`src/include/csr_nfa_macros.svh`:
```
//////////////////////////////
// widths and counts shared by the CSR NFA scanner
// include wherever a width or count is needed
//////////////////////////////
`ifndef CSR_NFA_MACROS_SVH
`define CSR_NFA_MACROS_SVH

// edge words per memory line, fixed
`define NFA_LANES 4
`define NFA_WORD_W 32
`define NFA_LINE_W 128

// fields of an edge word
`define NFA_SYM_W 8
`define NFA_STATE_W 24

// bitmap length, may be changed
`define NFA_MAX_STATES 64

`define NFA_ADDR_W 16

`endif

```
`src/hdl/csr_nfa_pkg.sv`:
```
//////////////////////////////
// types and FSM encodings of the CSR NFA scanner
// referenced by scoped name from every stage
//////////////////////////////
`include "csr_nfa_macros.svh"

package csr_nfa_pkg;

	typedef logic [`NFA_SYM_W-1:0] symbol_t;
	typedef logic [`NFA_STATE_W-1:0] state_idx_t;
	typedef logic [`NFA_ADDR_W-1:0] line_addr_t;
	// lane 0 in the top word, lane 3 in the bottom word
	typedef logic [`NFA_LINE_W-1:0] mem_line_t;
	typedef logic [`NFA_LANES-1:0] lane_mask_t;

	typedef enum logic [1:0] {scan_wait_char, scan_probe, scan_visit, scan_swap} scan_state_e;

	typedef enum logic [2:0] {fetch_idle, fetch_ptr_read, fetch_ptr_wait, fetch_ptr_second,
		fetch_edge_read, fetch_edge_wait} fetch_state_e;

	// one 32-bit word of a line, by lane number
	function automatic logic [`NFA_WORD_W-1:0] lane_word(input mem_line_t line,
		input int unsigned lane);
		return line[`NFA_LINE_W-1-lane*`NFA_WORD_W -: `NFA_WORD_W];
	endfunction

endpackage

```
`src/hdl/active_scan.sv`:
```
//////////////////////////////
// stage 1: state bitmaps of both streams and the index walk
// takes one character pair per step, hands active states on
//////////////////////////////
`timescale 1ns/1ns
`include "csr_nfa_macros.svh"

module active_scan
(
	input logic clk,
	input logic reset,
	input csr_nfa_pkg::state_idx_t num_states,
	input logic char_valid,
	input csr_nfa_pkg::symbol_t char_a,
	input csr_nfa_pkg::symbol_t char_b,
	output logic char_ready,
	output csr_nfa_pkg::symbol_t scan_char_a,
	output csr_nfa_pkg::symbol_t scan_char_b,
	output logic visit_valid,
	output csr_nfa_pkg::state_idx_t visit_state,
	output logic visit_a,
	output logic visit_b,
	input logic visit_ready,
	input logic visit_done,
	input logic [`NFA_MAX_STATES-1:0] hit_a,
	input logic [`NFA_MAX_STATES-1:0] hit_b
);

	localparam int MAP_W = `NFA_MAX_STATES;
	localparam int IDX_W = $clog2(`NFA_MAX_STATES);

	csr_nfa_pkg::scan_state_e state_q;
	csr_nfa_pkg::state_idx_t idx;
	logic [MAP_W-1:0] current_a;
	logic [MAP_W-1:0] current_b;
	logic [MAP_W-1:0] next_a;
	logic [MAP_W-1:0] next_b;
	logic last_idx;
	logic idx_active;

	assign char_ready = (state_q == csr_nfa_pkg::scan_wait_char);
	assign last_idx = (idx == num_states - 1'b1);
	assign idx_active = current_a[idx[IDX_W-1:0]] | current_b[idx[IDX_W-1:0]];

	// character pair is held for the whole step
	always_ff @(posedge clk)
	begin
		if (char_valid && char_ready)
		begin
			scan_char_a <= char_a;
			scan_char_b <= char_b;
		end
	end

	always_ff @(posedge clk)
	begin
		if (reset)
		begin
			state_q <= csr_nfa_pkg::scan_wait_char;
			idx <= '0;
			visit_valid <= 1'b0;
			visit_state <= '0;
			visit_a <= 1'b0;
			visit_b <= 1'b0;
			// both streams start in state 0
			current_a <= MAP_W'(1);
			current_b <= MAP_W'(1);
			next_a <= '0;
			next_b <= '0;
		end
		else
		begin
			// match hits land here whatever the FSM is doing
			next_a <= next_a | hit_a;
			next_b <= next_b | hit_b;
			case (state_q)
				csr_nfa_pkg::scan_wait_char:
				begin
					if (char_valid)
					begin
						idx <= '0;
						state_q <= csr_nfa_pkg::scan_probe;
					end
				end
				csr_nfa_pkg::scan_probe:
				begin
					if (idx_active)
					begin
						visit_valid <= 1'b1;
						visit_state <= idx;
						visit_a <= current_a[idx[IDX_W-1:0]];
						visit_b <= current_b[idx[IDX_W-1:0]];
						state_q <= csr_nfa_pkg::scan_visit;
					end
					else if (last_idx)
						state_q <= csr_nfa_pkg::scan_swap;
					else
						idx <= idx + 1'b1;
				end
				csr_nfa_pkg::scan_visit:
				begin
					if (visit_ready)
						visit_valid <= 1'b0;
					// last hits of the visit arrive together with visit_done
					if (visit_done)
					begin
						if (last_idx)
							state_q <= csr_nfa_pkg::scan_swap;
						else
						begin
							idx <= idx + 1'b1;
							state_q <= csr_nfa_pkg::scan_probe;
						end
					end
				end
				default:
				begin
					current_a <= next_a;
					current_b <= next_b;
					next_a <= '0;
					next_b <= '0;
					state_q <= csr_nfa_pkg::scan_wait_char;
				end
			endcase
		end
	end

endmodule

```
`src/hdl/csr_fetch.sv`:
```
//////////////////////////////
// stage 2: row pointer and edge line reads from block memory
// emits one lane-masked line per cycle of read data
//////////////////////////////
`timescale 1ns/1ns
`include "csr_nfa_macros.svh"

module csr_fetch
(
	input logic clk,
	input logic reset,
	input csr_nfa_pkg::state_idx_t num_states,
	input logic visit_valid,
	input csr_nfa_pkg::state_idx_t visit_state,
	input logic visit_a,
	input logic visit_b,
	output logic visit_ready,
	output logic rd_en,
	output csr_nfa_pkg::line_addr_t rd_addr,
	input csr_nfa_pkg::mem_line_t rd_data,
	output logic item_valid,
	output csr_nfa_pkg::mem_line_t item_line,
	output csr_nfa_pkg::lane_mask_t item_mask,
	output logic item_a,
	output logic item_b,
	output logic item_last,
	output logic item_accepting
);

	// word address is the line address plus the lane
	localparam int WORD_ADDR_W = `NFA_ADDR_W + 2;

	csr_nfa_pkg::fetch_state_e state_q;
	csr_nfa_pkg::state_idx_t cur_k;
	logic cur_a;
	logic cur_b;
	logic crossed;
	logic [`NFA_WORD_W-1:0] ptr_lo;
	logic [WORD_ADDR_W-1:0] word_addr;
	logic [WORD_ADDR_W-1:0] remain;

	logic [1:0] ptr_lane;
	logic [1:0] ptr_lane_next;
	logic [`NFA_WORD_W-1:0] lo_word;
	logic [`NFA_WORD_W-1:0] hi_word;
	logic [`NFA_WORD_W-1:0] edge_count;
	logic ptr_done;
	logic acc_item;
	logic edge_item;
	logic [1:0] start_lane;
	logic [2:0] room;
	logic [2:0] take;
	logic line_last;
	csr_nfa_pkg::lane_mask_t mask;

	assign visit_ready = (state_q == csr_nfa_pkg::fetch_idle);
	assign ptr_lane = cur_k[1:0];
	assign ptr_lane_next = ptr_lane + 2'd1;

	// ptr[k] and ptr[k+1], the latter from the next line when k sits in lane 3
	assign lo_word = crossed ? ptr_lo : csr_nfa_pkg::lane_word(rd_data, ptr_lane);
	assign hi_word = crossed ? csr_nfa_pkg::lane_word(rd_data, 0)
		: csr_nfa_pkg::lane_word(rd_data, ptr_lane_next);
	assign ptr_done = crossed || (ptr_lane != 2'd3);
	assign edge_count = hi_word - lo_word;

	// lanes of this line that still belong to the state
	assign start_lane = word_addr[1:0];
	assign room = 3'd4 - {1'b0, start_lane};
	assign line_last = (remain <= WORD_ADDR_W'(room));
	assign take = line_last ? remain[2:0] : room;

	always_comb
	begin
		for (int l = 0; l < `NFA_LANES; l++)
			mask[l] = (l >= start_lane) && (l < start_lane + take);
	end

	always_comb
	begin
		rd_en = 1'b0;
		rd_addr = cur_k[`NFA_ADDR_W+1:2];
		case (state_q)
			csr_nfa_pkg::fetch_ptr_read:
				rd_en = 1'b1;
			csr_nfa_pkg::fetch_ptr_second:
			begin
				rd_en = 1'b1;
				rd_addr = cur_k[`NFA_ADDR_W+1:2] + 1'b1;
			end
			csr_nfa_pkg::fetch_edge_read:
			begin
				rd_en = 1'b1;
				rd_addr = word_addr[WORD_ADDR_W-1:2];
			end
			default:
				rd_en = 1'b0;
		endcase
	end

	// items are taken straight off the read data
	assign acc_item = (state_q == csr_nfa_pkg::fetch_ptr_wait) && ptr_done && (edge_count == '0);
	assign edge_item = (state_q == csr_nfa_pkg::fetch_edge_wait);
	assign item_valid = acc_item || edge_item;
	assign item_line = rd_data;
	assign item_mask = edge_item ? mask : '0;
	assign item_a = cur_a;
	assign item_b = cur_b;
	assign item_last = acc_item || (edge_item && line_last);
	assign item_accepting = acc_item;

	always_ff @(posedge clk)
	begin
		if (reset)
		begin
			state_q <= csr_nfa_pkg::fetch_idle;
			crossed <= 1'b0;
		end
		else
		begin
			case (state_q)
				csr_nfa_pkg::fetch_idle:
				begin
					if (visit_valid)
					begin
						cur_k <= visit_state;
						cur_a <= visit_a;
						cur_b <= visit_b;
						crossed <= 1'b0;
						state_q <= csr_nfa_pkg::fetch_ptr_read;
					end
				end
				csr_nfa_pkg::fetch_ptr_read:
					state_q <= csr_nfa_pkg::fetch_ptr_wait;
				csr_nfa_pkg::fetch_ptr_wait:
				begin
					if (!ptr_done)
					begin
						ptr_lo <= csr_nfa_pkg::lane_word(rd_data, 3);
						crossed <= 1'b1;
						state_q <= csr_nfa_pkg::fetch_ptr_second;
					end
					else if (edge_count == '0)
						state_q <= csr_nfa_pkg::fetch_idle;
					else
					begin
						// edges start right after the num_states+1 pointers
						word_addr <= WORD_ADDR_W'(num_states) + WORD_ADDR_W'(lo_word) + 1'b1;
						remain <= edge_count[WORD_ADDR_W-1:0];
						state_q <= csr_nfa_pkg::fetch_edge_read;
					end
				end
				csr_nfa_pkg::fetch_ptr_second:
					state_q <= csr_nfa_pkg::fetch_ptr_wait;
				csr_nfa_pkg::fetch_edge_read:
					state_q <= csr_nfa_pkg::fetch_edge_wait;
				default:
				begin
					word_addr <= word_addr + WORD_ADDR_W'(take);
					remain <= remain - WORD_ADDR_W'(take);
					if (line_last)
						state_q <= csr_nfa_pkg::fetch_idle;
					else
						state_q <= csr_nfa_pkg::fetch_edge_read;
				end
			endcase
		end
	end

endmodule

```
`src/hdl/csr_nfa_top.sv`:
```
//////////////////////////////
// top level of the two-stream CSR NFA scanner
// scan, fetch and match stages on one block memory port
//////////////////////////////
`timescale 1ns/1ns
`include "csr_nfa_macros.svh"

module csr_nfa_top
(
	input logic clk,
	input logic reset,
	input csr_nfa_pkg::state_idx_t num_states,
	output logic char_ready,
	input logic char_valid,
	input csr_nfa_pkg::symbol_t char_a,
	input csr_nfa_pkg::symbol_t char_b,
	output logic rd_en,
	output csr_nfa_pkg::line_addr_t rd_addr,
	input csr_nfa_pkg::mem_line_t rd_data,
	output logic accept_a,
	output logic accept_b
);

	csr_nfa_pkg::symbol_t scan_char_a;
	csr_nfa_pkg::symbol_t scan_char_b;
	logic visit_valid;
	csr_nfa_pkg::state_idx_t visit_state;
	logic visit_a;
	logic visit_b;
	logic visit_ready;
	logic visit_done;
	logic [`NFA_MAX_STATES-1:0] hit_a;
	logic [`NFA_MAX_STATES-1:0] hit_b;
	logic item_valid;
	csr_nfa_pkg::mem_line_t item_line;
	csr_nfa_pkg::lane_mask_t item_mask;
	logic item_a;
	logic item_b;
	logic item_last;
	logic item_accepting;

	active_scan u_scan (.clk(clk), .reset(reset), .num_states(num_states),
		.char_valid(char_valid), .char_a(char_a), .char_b(char_b), .char_ready(char_ready),
		.scan_char_a(scan_char_a), .scan_char_b(scan_char_b),
		.visit_valid(visit_valid), .visit_state(visit_state), .visit_a(visit_a),
		.visit_b(visit_b), .visit_ready(visit_ready), .visit_done(visit_done),
		.hit_a(hit_a), .hit_b(hit_b));

	csr_fetch u_fetch (.clk(clk), .reset(reset), .num_states(num_states),
		.visit_valid(visit_valid), .visit_state(visit_state), .visit_a(visit_a),
		.visit_b(visit_b), .visit_ready(visit_ready),
		.rd_en(rd_en), .rd_addr(rd_addr), .rd_data(rd_data),
		.item_valid(item_valid), .item_line(item_line), .item_mask(item_mask),
		.item_a(item_a), .item_b(item_b), .item_last(item_last),
		.item_accepting(item_accepting));

	// compare runs against the pair registered for this step
	lane_match u_match (.clk(clk), .reset(reset), .char_a(scan_char_a), .char_b(scan_char_b),
		.item_valid(item_valid), .item_line(item_line), .item_mask(item_mask),
		.item_a(item_a), .item_b(item_b), .item_last(item_last),
		.item_accepting(item_accepting), .hit_a(hit_a), .hit_b(hit_b),
		.accept_a(accept_a), .accept_b(accept_b), .visit_done(visit_done));

endmodule

```
`src/hdl/lane_match.sv`:
```
//////////////////////////////
// stage 3: four-lane symbol compare for both streams
// returns target hits, accept pulses and the end of a visit
//////////////////////////////
`timescale 1ns/1ns
`include "csr_nfa_macros.svh"

module lane_match
(
	input logic clk,
	input logic reset,
	input csr_nfa_pkg::symbol_t char_a,
	input csr_nfa_pkg::symbol_t char_b,
	input logic item_valid,
	input csr_nfa_pkg::mem_line_t item_line,
	input csr_nfa_pkg::lane_mask_t item_mask,
	input logic item_a,
	input logic item_b,
	input logic item_last,
	input logic item_accepting,
	output logic [`NFA_MAX_STATES-1:0] hit_a,
	output logic [`NFA_MAX_STATES-1:0] hit_b,
	output logic accept_a,
	output logic accept_b,
	output logic visit_done
);

	localparam int IDX_W = $clog2(`NFA_MAX_STATES);

	logic [`NFA_MAX_STATES-1:0] hit_a_d;
	logic [`NFA_MAX_STATES-1:0] hit_b_d;

	always_comb
	begin
		logic [`NFA_WORD_W-1:0] word;
		csr_nfa_pkg::symbol_t sym;
		csr_nfa_pkg::state_idx_t tgt;

		hit_a_d = '0;
		hit_b_d = '0;
		for (int l = 0; l < `NFA_LANES; l++)
		begin
			word = csr_nfa_pkg::lane_word(item_line, l);
			sym = word[`NFA_WORD_W-1 -: `NFA_SYM_W];
			tgt = word[`NFA_STATE_W-1:0];
			// targets past the bitmap are dropped
			if (item_valid && item_mask[l] && (tgt < `NFA_MAX_STATES))
			begin
				if (item_a && (sym == char_a))
					hit_a_d[tgt[IDX_W-1:0]] = 1'b1;
				if (item_b && (sym == char_b))
					hit_b_d[tgt[IDX_W-1:0]] = 1'b1;
			end
		end
	end

	always_ff @(posedge clk)
	begin
		if (reset)
		begin
			hit_a <= '0;
			hit_b <= '0;
			accept_a <= 1'b0;
			accept_b <= 1'b0;
			visit_done <= 1'b0;
		end
		else
		begin
			hit_a <= hit_a_d;
			hit_b <= hit_b_d;
			// a state with no edges accepts in each stream it is active in
			accept_a <= item_valid && item_accepting && item_a;
			accept_b <= item_valid && item_accepting && item_b;
			visit_done <= item_valid && item_last;
		end
	end

endmodule

```
`config.mk`:
```
export PLATFORM = sky130hd
export DESIGN_NAME = csr_nfa_top
export DESIGN_NICKNAME = d
export VERILOG_FILES = /design/src/hdl/csr_nfa_pkg.sv /design/src/hdl/active_scan.sv /design/src/hdl/csr_fetch.sv /design/src/hdl/csr_nfa_top.sv /design/src/hdl/lane_match.sv
export VERILOG_INCLUDE_DIRS = /design/src /design/src/include
export SDC_FILE = /design/constraint.sdc
export NUM_CORES = 2
export LEC_CHECK = 0
export ABC_AREA = 1
export BUFFER_PORTS_ARGS = -buffer_cell sky130_fd_sc_hd__buf_2
export CAP_MARGIN = 20
export CORE_ASPECT_RATIO = 0.6
export CORE_MARGIN = 1.5
export CORE_UTILIZATION = 57
export DETAILED_ROUTE_END_ITERATION = 10
export PLACE_DENSITY = 0.88
export RECOVER_POWER = 100
export SETUP_SLACK_MARGIN = 0.05
export SYNTH_ARGS = -nofsm -noshare
export SYNTH_HDL_FRONTEND = slang
export SYNTH_HIERARCHICAL = 1
export SYNTH_SLANG_ARGS = --single-unit
```
`constraint.sdc`:
```
create_clock -name clk -period 4.6 [get_ports clk]
set_input_delay 0.46 -clock clk [delete_from_list [all_inputs] [get_ports clk]]
set_output_delay 0.46 -clock clk [all_outputs]
set_load 0.01 [all_outputs]
```
# Word level (Yosys, flattened, before mapping)

Cells that the tools add are included.

Add/subtract/negate cells: 13
Order comparisons: 21
Equality and inequality tests: 27
Shift-type cells: 2
Mux-type cells: 62
Bitwise gates (word level): 13
Reductions and logical operators: 53

Operator list:

| cell                                                                           | count |
|---|---|
| 64-bit 2-to-1 mux                                                              | 16 |
| 64-bit bitwise OR                                                              | 8 |
| 159-bit by 33-bit variable part select with 32-bit output                      | 2 |
| 24-bit by 7-bit less-than comparator with 1-bit output (second input constant) | 4 |
| 24-bit 2-to-1 mux                                                              | 4 |
| 18-bit 2-to-1 mux                                                              | 4 |
| 18-bit case mux with 2 select lines                                            | 2 |
| 24-bit case mux with 3 select lines                                            | 1 |
| 8-bit == test                                                                  | 8 |
| 1-bit by 32-bit less-than comparator with 1-bit output (first input constant)  | 2 |
| 2-bit by 32-bit less-than comparator with 1-bit output (first input constant)  | 2 |
| 32-bit 2-to-1 mux                                                              | 2 |
| 6-bit by 7-bit less-than comparator with 1-bit output (second input constant)  | 5 |
| 32-bit zero test                                                               | 1 |
| 16-bit case mux with 2 select lines                                            | 1 |
| 32-bit subtractor                                                              | 1 |
| 1-bit logical AND                                                              | 31 |
| 24-bit by 1-bit adder with 24-bit output (second input constant)               | 1 |
| 1-bit demux with 6-bit select                                                  | 4 |
| 24-bit == test                                                                 | 1 |
| 6-bit by 1-bit >= comparator with 1-bit output (second input constant)         | 4 |
| 24-bit by 1-bit subtractor with 24-bit output (second input constant)          | 1 |
| 18-bit by 1-bit adder with 18-bit output (second input constant)               | 1 |
| 18-bit adder                                                                   | 1 |
| other kinds (39)                                                               | 84 |

Register bits after elaboration: 542
Input port bits: 171
Output and inout port bits: 20
Word-level logic and storage cells: 216

# Logic depth before layout (Yosys ltp)

Depth after elaboration: 20
Gate-level depth with buffers: 39
Depth with buffers taken out: 35

# By module

Netlist, hierarchy kept.

By module, submodules not included:

| module      | times used | cells an instance | area an instance (sq um) |
|---|---|---|---|
| active_scan | 1          | 1947              | 13754.4 |
| csr_fetch   | 1          | 1877              | 11698.7 |
| lane_match  | 1          | 2163              | 10906.7 |

# Least setup slack after synthesis

OpenSTA, ideal clock, no wires.

Kind: register to register
Start: register u_fetch.cur_k[0]
End: register u_match.hit_a[0]
Setup time: 0.065 ns
Arrival time: 4.395 ns
Path slack: 0.139 ns
Cell stages (with the launch flop): 37
Period minus slack after synthesis: 4.461 ns
Path through: edfxtp_1 -> buf_2 -> inv_1 -> buf_2 -> buf_2 -> buf_1 -> o21ai_0 -> a21oi_1 -> a21oi_1 -> ha_1 -> fa_1 -> inv_1 -> nand3_1 -> nand2_2 -> nand2_1 -> nand2_1 -> nand2_1 -> nand2_1 -> nand2_1 -> nor2_1 -> nand3b_1 -> nor2_1 -> nand3_1 -> nor2_2 -> nand4_2 -> nand2_1 -> nand2_1 -> inv_1 -> nand2_1 -> nor2_1 -> nand3_2 -> clkbuf_1 -> nor2_1 -> nand2_1 -> nand2_1 -> nor2_1 -> nor2_1

Longest elaborated chain between the ends: 20
Elaborated cells on any way between the ends: 32
Those cells by class: add/sub (4); eq/ne (1); shift (2); mux (9); bitwise (3); reduce/logical (13)

RTL lines:

| element                                                      | RTL line          | RTL |
|---|---|---|
| start, declared                                              | csr_fetch.sv:34   | `csr_nfa_pkg::state_idx_t cur_k;` |
| start signal, assigned                                       | csr_fetch.sv:126  | `cur_k <= visit_state;` |
| 2-bit by 1-bit adder with 2-bit output                       | csr_fetch.sv:58   | `assign ptr_lane_next = ptr_lane + 2'd1;` |
| 7-bit by 7-bit subtractor with 8-bit output (no source line) | -                 |  |
| 159-bit by 33-bit variable part select with 32-bit output    | csr_nfa_pkg.sv:24 | `` return line[`NFA_LINE_W-1-lane*`NFA_WORD_W -: `NFA_WORD_W]; `` |
| 32-bit 2-to-1 mux                                            | csr_fetch.sv:62   | `assign hi_word = crossed ? csr_nfa_pkg::lane_word(rd_data, 0)` |
| 32-bit subtractor                                            | csr_fetch.sv:65   | `assign edge_count = hi_word - lo_word;` |
| 32-bit zero test                                             | csr_fetch.sv:102  | `assign acc_item = (state_q == csr_nfa_pkg::fetch_ptr_wait) && ptr_done && (edge_count == '0);` |
| 1-bit logical AND (*)                                        | csr_fetch.sv:102  |  |
| 1-bit logical OR (*)                                         | csr_fetch.sv:104  | `assign item_valid = acc_item \|\| edge_item;` |
| net item_valid                                               | csr_nfa_top.sv:34 | `logic item_valid;` |
| (+4 left out)                                                | -                 |  |
| 64-bit 2-to-1 mux                                            | lane_match.sv:49  | `if (item_a && (sym == char_a))` |
| 64-bit 2-to-1 mux                                            | lane_match.sv:47  | `` if (item_valid && item_mask[l] && (tgt < `NFA_MAX_STATES)) `` |
| 64-bit bitwise OR (no source line)                           | -                 |  |
| 64-bit 2-to-1 mux                                            | lane_match.sv:49  |  |
| 64-bit 2-to-1 mux                                            | lane_match.sv:47  |  |
| 64-bit bitwise OR (no source line)                           | -                 |  |
| 64-bit 2-to-1 mux                                            | lane_match.sv:49  |  |
| 64-bit 2-to-1 mux (*)                                        | lane_match.sv:47  |  |
| end signal, assigned                                         | lane_match.sv:69  | `hit_a <= hit_a_d;` |
| end, declared                                                | lane_match.sv:21  | `` output logic [`NFA_MAX_STATES-1:0] hit_a, `` |

Mark *: on every way through the listed nets, which the timed path passes. The rest lies on a longest branch.
A chain may end at the register's enable or synchronous reset.

# Worst setup path after layout

Start: register u_fetch.cur_k[0]
End: register u_match.hit_a[48]

Same word-level chain as after synthesis.

==> summary.md <==
| Metric | Value |
|---|---|
| Worst min-delay path class | in2reg |
| Total number of vias | between 40,000 and 50,000 |
| Critical path type | reg2reg |
| Floorplan row count | slightly above 70 |
| Total Nets Final | between 6,000 and 7,000 |
| Fin. Hold Viols | 0 |
| Worst EP required | 5.15 ns |
| R2R Path Start | u_fetch/cur_k[0] |
| CTS tree | built |
| Final HPWL DP | roughly 100 mm |
| F_max | a little under 200 MHz |
| Maxcap violations | 3 |
| Comb pwr share | between 40 and 50% |
| First-pass GRT wire length | about 210 mm |
| Post-route setup slack | -0.520 ns |
| Pins Over Slew Limit | ~250 |
| Area after DPL | between 30,000 and 40,000 um2 |
| Initial Util | between 50% and 60% |
| DRC violations left | 0 |
| CTS Sinks | 542 |
| CP Max Fanout | 6 |
| Fill cells | between 5,000 and 6,000 |
| Synth Cell Area | between 30,000 and 40,000 um2 |
| Syn-to-layout area delta | 20.7% |
| CP max-delay cell | edfxtp_1 |
| Hold WS | about 0.11 ns |
| Ports | approximately 190 |
| Hold path start | rd_data[20] |
| Chip Height | a little under 200 um |
| CTS Buf Count | 53 |
| Pwr dens | about 430 nW/um2 |
| Post-route ant nets | 0 |
| Antenna Diode Count | 0 |
| Vias/cell | 5.79 |
| Port buffer count | 190 |
| Commonest non-fill, non-tap cell in the layout | nand2_1 |
| Routed wire length | ~140 mm |
| Non-Filler Instances | 7,149 |
| Net switching power | around 7600 uW |
| Cells after synthesis | slightly below 6,000 |
| Core Box Area | approximately 63,000 um2 |
| Initial antenna violation count | 4 |
| Synthesized area per cell | around 6.1 um2 |
| Worst-margin pin slew | 3.35 ns |
| Clock Latency Late Sink | around 0.64 ns |
| CP Capture Type | flop |
| Rel. slew slack | -123% |
| Grt ovf | 0 |
| CP Launch Point | u_fetch/cur_k[0] |
| Final setup violation count | between 100 and 150 |
| Clock network power share | 25.4% |
| Vias in the first global route | 37,200 |
| Most common cell on crit path | nand2_1 |
| Most frequent cells in the layout | nand2_1 (1,855), nor2_1 (1,126), inv_1 (449), dfxtp_1 (437), o21ai_0 (335) |
| Final Instance Area | roughly 44,000 um2 |
| Clock transition at path regs | approximately 0.07 ns |
| Largest net degree at the start of global routing | between 100 and 150 |
| Setup Skew | between 0.02 and 0.03 ns |
| CP Launch Type | flop |
| Synth warn | 6 |
| Drt pass-1 iters | 8 |
| CP peak stage delay | between 0.4 and 0.5 ns |
| Layout cells sized above 1 | 18.1% |
| Seq pwr share | a little under a third |
| Initial DRC count | ~6,100 |
| Violated checks | capacitance limit, slew limit, setup timing |
| H-tree Lvls | 2 |
| Root buffer cell | clkbuf_16 |
| Max Buffers Root-to-Sink | 3 |
| Status | finished, violations left |
| Pleak | 0.0192 uW |
| Die W | 328 um |
| Switching Share | around two fifths |
| P_int | 11,100 uW |
| Crit path DAT | approximately 5.7 ns |
| Post-Place Cells | around 7,000 |
| Final period utilization | 111% |
| Unrepaired setup endpoints after global routing | true |
| Post-synthesis net count | between 6,000 and 7,000 |
| Worst IR Drop VDD | ~0.00045 V |
| Total GRT Usage | approximately 42% |
| Die Footprint | 65,000 um2 |
| Final weighted congestion in routability-driven placement | around 1.1 |
| Minimum clock period | approximately 5 ns |
| DR WL/cell | between 20 and 25 um |
==> registers in the layout, indices dropped and copies added (netlist names), 2 cells and up <==
name / flops
u_fetch/word_addr: 18
u_fetch/cur_k: 18
u_scan/visit_state: 18
u_scan/state_q: 2
u_match/hit_b: 64
u_scan/current_a: 64
u_scan/idx: 24
u_scan/current_b: 64
u_fetch/remain: 18
u_match/hit_a: 64
u_scan/scan_char_a: 8
u_scan/scan_char_b: 8
u_fetch/state_q: 3
u_scan/next_b: 64
u_scan/next_a: 64
u_fetch/ptr_lo: 32
==> worst max-delay path: cells and delay by family, from the launching register on <==
family / cells / cell delay, ns
and+or+nand+nor: 21 / 2.21
buffers and inverters: 10 / 1.38
adders and majority gates: 2 / 0.68
DFF: 1 / 0.44
AOI/OAI and AO/OA: 2 / 0.32
==> stage by stage <==
stage,TNS [ns],utilization (%),setup slack (ns),total power (uW)
floorplan,0,-,0.139,9950
global placement,-56.42,62.3,-0.547,12700
detailed placement,-69.37,62.3,-0.631,12800
CTS,-24.21,68.0,-0.266,18000
global route,-94.01,69.6,-0.769,19500
finish,-55.13,69.6,-0.520,18700
==> per-layer routing <==
metal / wire (um) / track usage, % / share of wire (%)
met1: 61000 / 61.3 / 43
met2: 54300 / 57.1 / 38
met3: 22700 / 15.3 / 16
met4: 4970 / 12.3 / 3.5
met5: 100 / 0.600 / 0.070
==> final timing paths <==
check                                           to  slack (ns)  depth (start not counted)
worst min-delay path            u_fetch/ptr_lo[20]        0.11                          1
worst max-delay path             u_match/hit_a[48]       -0.52                         35
worst min register to register    u_fetch/cur_k[2]        0.44                          0
worst max register to register   u_match/hit_a[48]       -0.52                         35
==> repair_timing <==
item                                   in CTS  in global routing
setup endpoints to repair                 128                135
cloned                                      9                  5
resized for setup                         308                259
pin swaps                                  57                 66
endpoints found under the hold margin      10                  6
setup buffers                              23                 18
hold buffers                               10                  6
==> final cells by class <==
cell class	count	area, um2	share of cell area [%]
clock buffer	65	1470	3.38
timing repair buffer	618	4920	11.3
clock inverter	34	394	0.903
inverter	505	1910	4.38
sequential	542	11900	27.2
tap	839	1050	2.40
multi-input combinational	4546	22000	50.4
==> power by group through the flow <==
stage                     clock network, uW  logic, uW  registers [uW]
after floorplan                           0       4340            5610
after global placement                    0       7030            5690
after detailed placement                  0       7130            5700
after CTS                              4740       7630            5600
after global routing                   4940       8910            5650
final                                  4740       8320            5620
No activity file was read; power rests on OpenSTA's default activity.
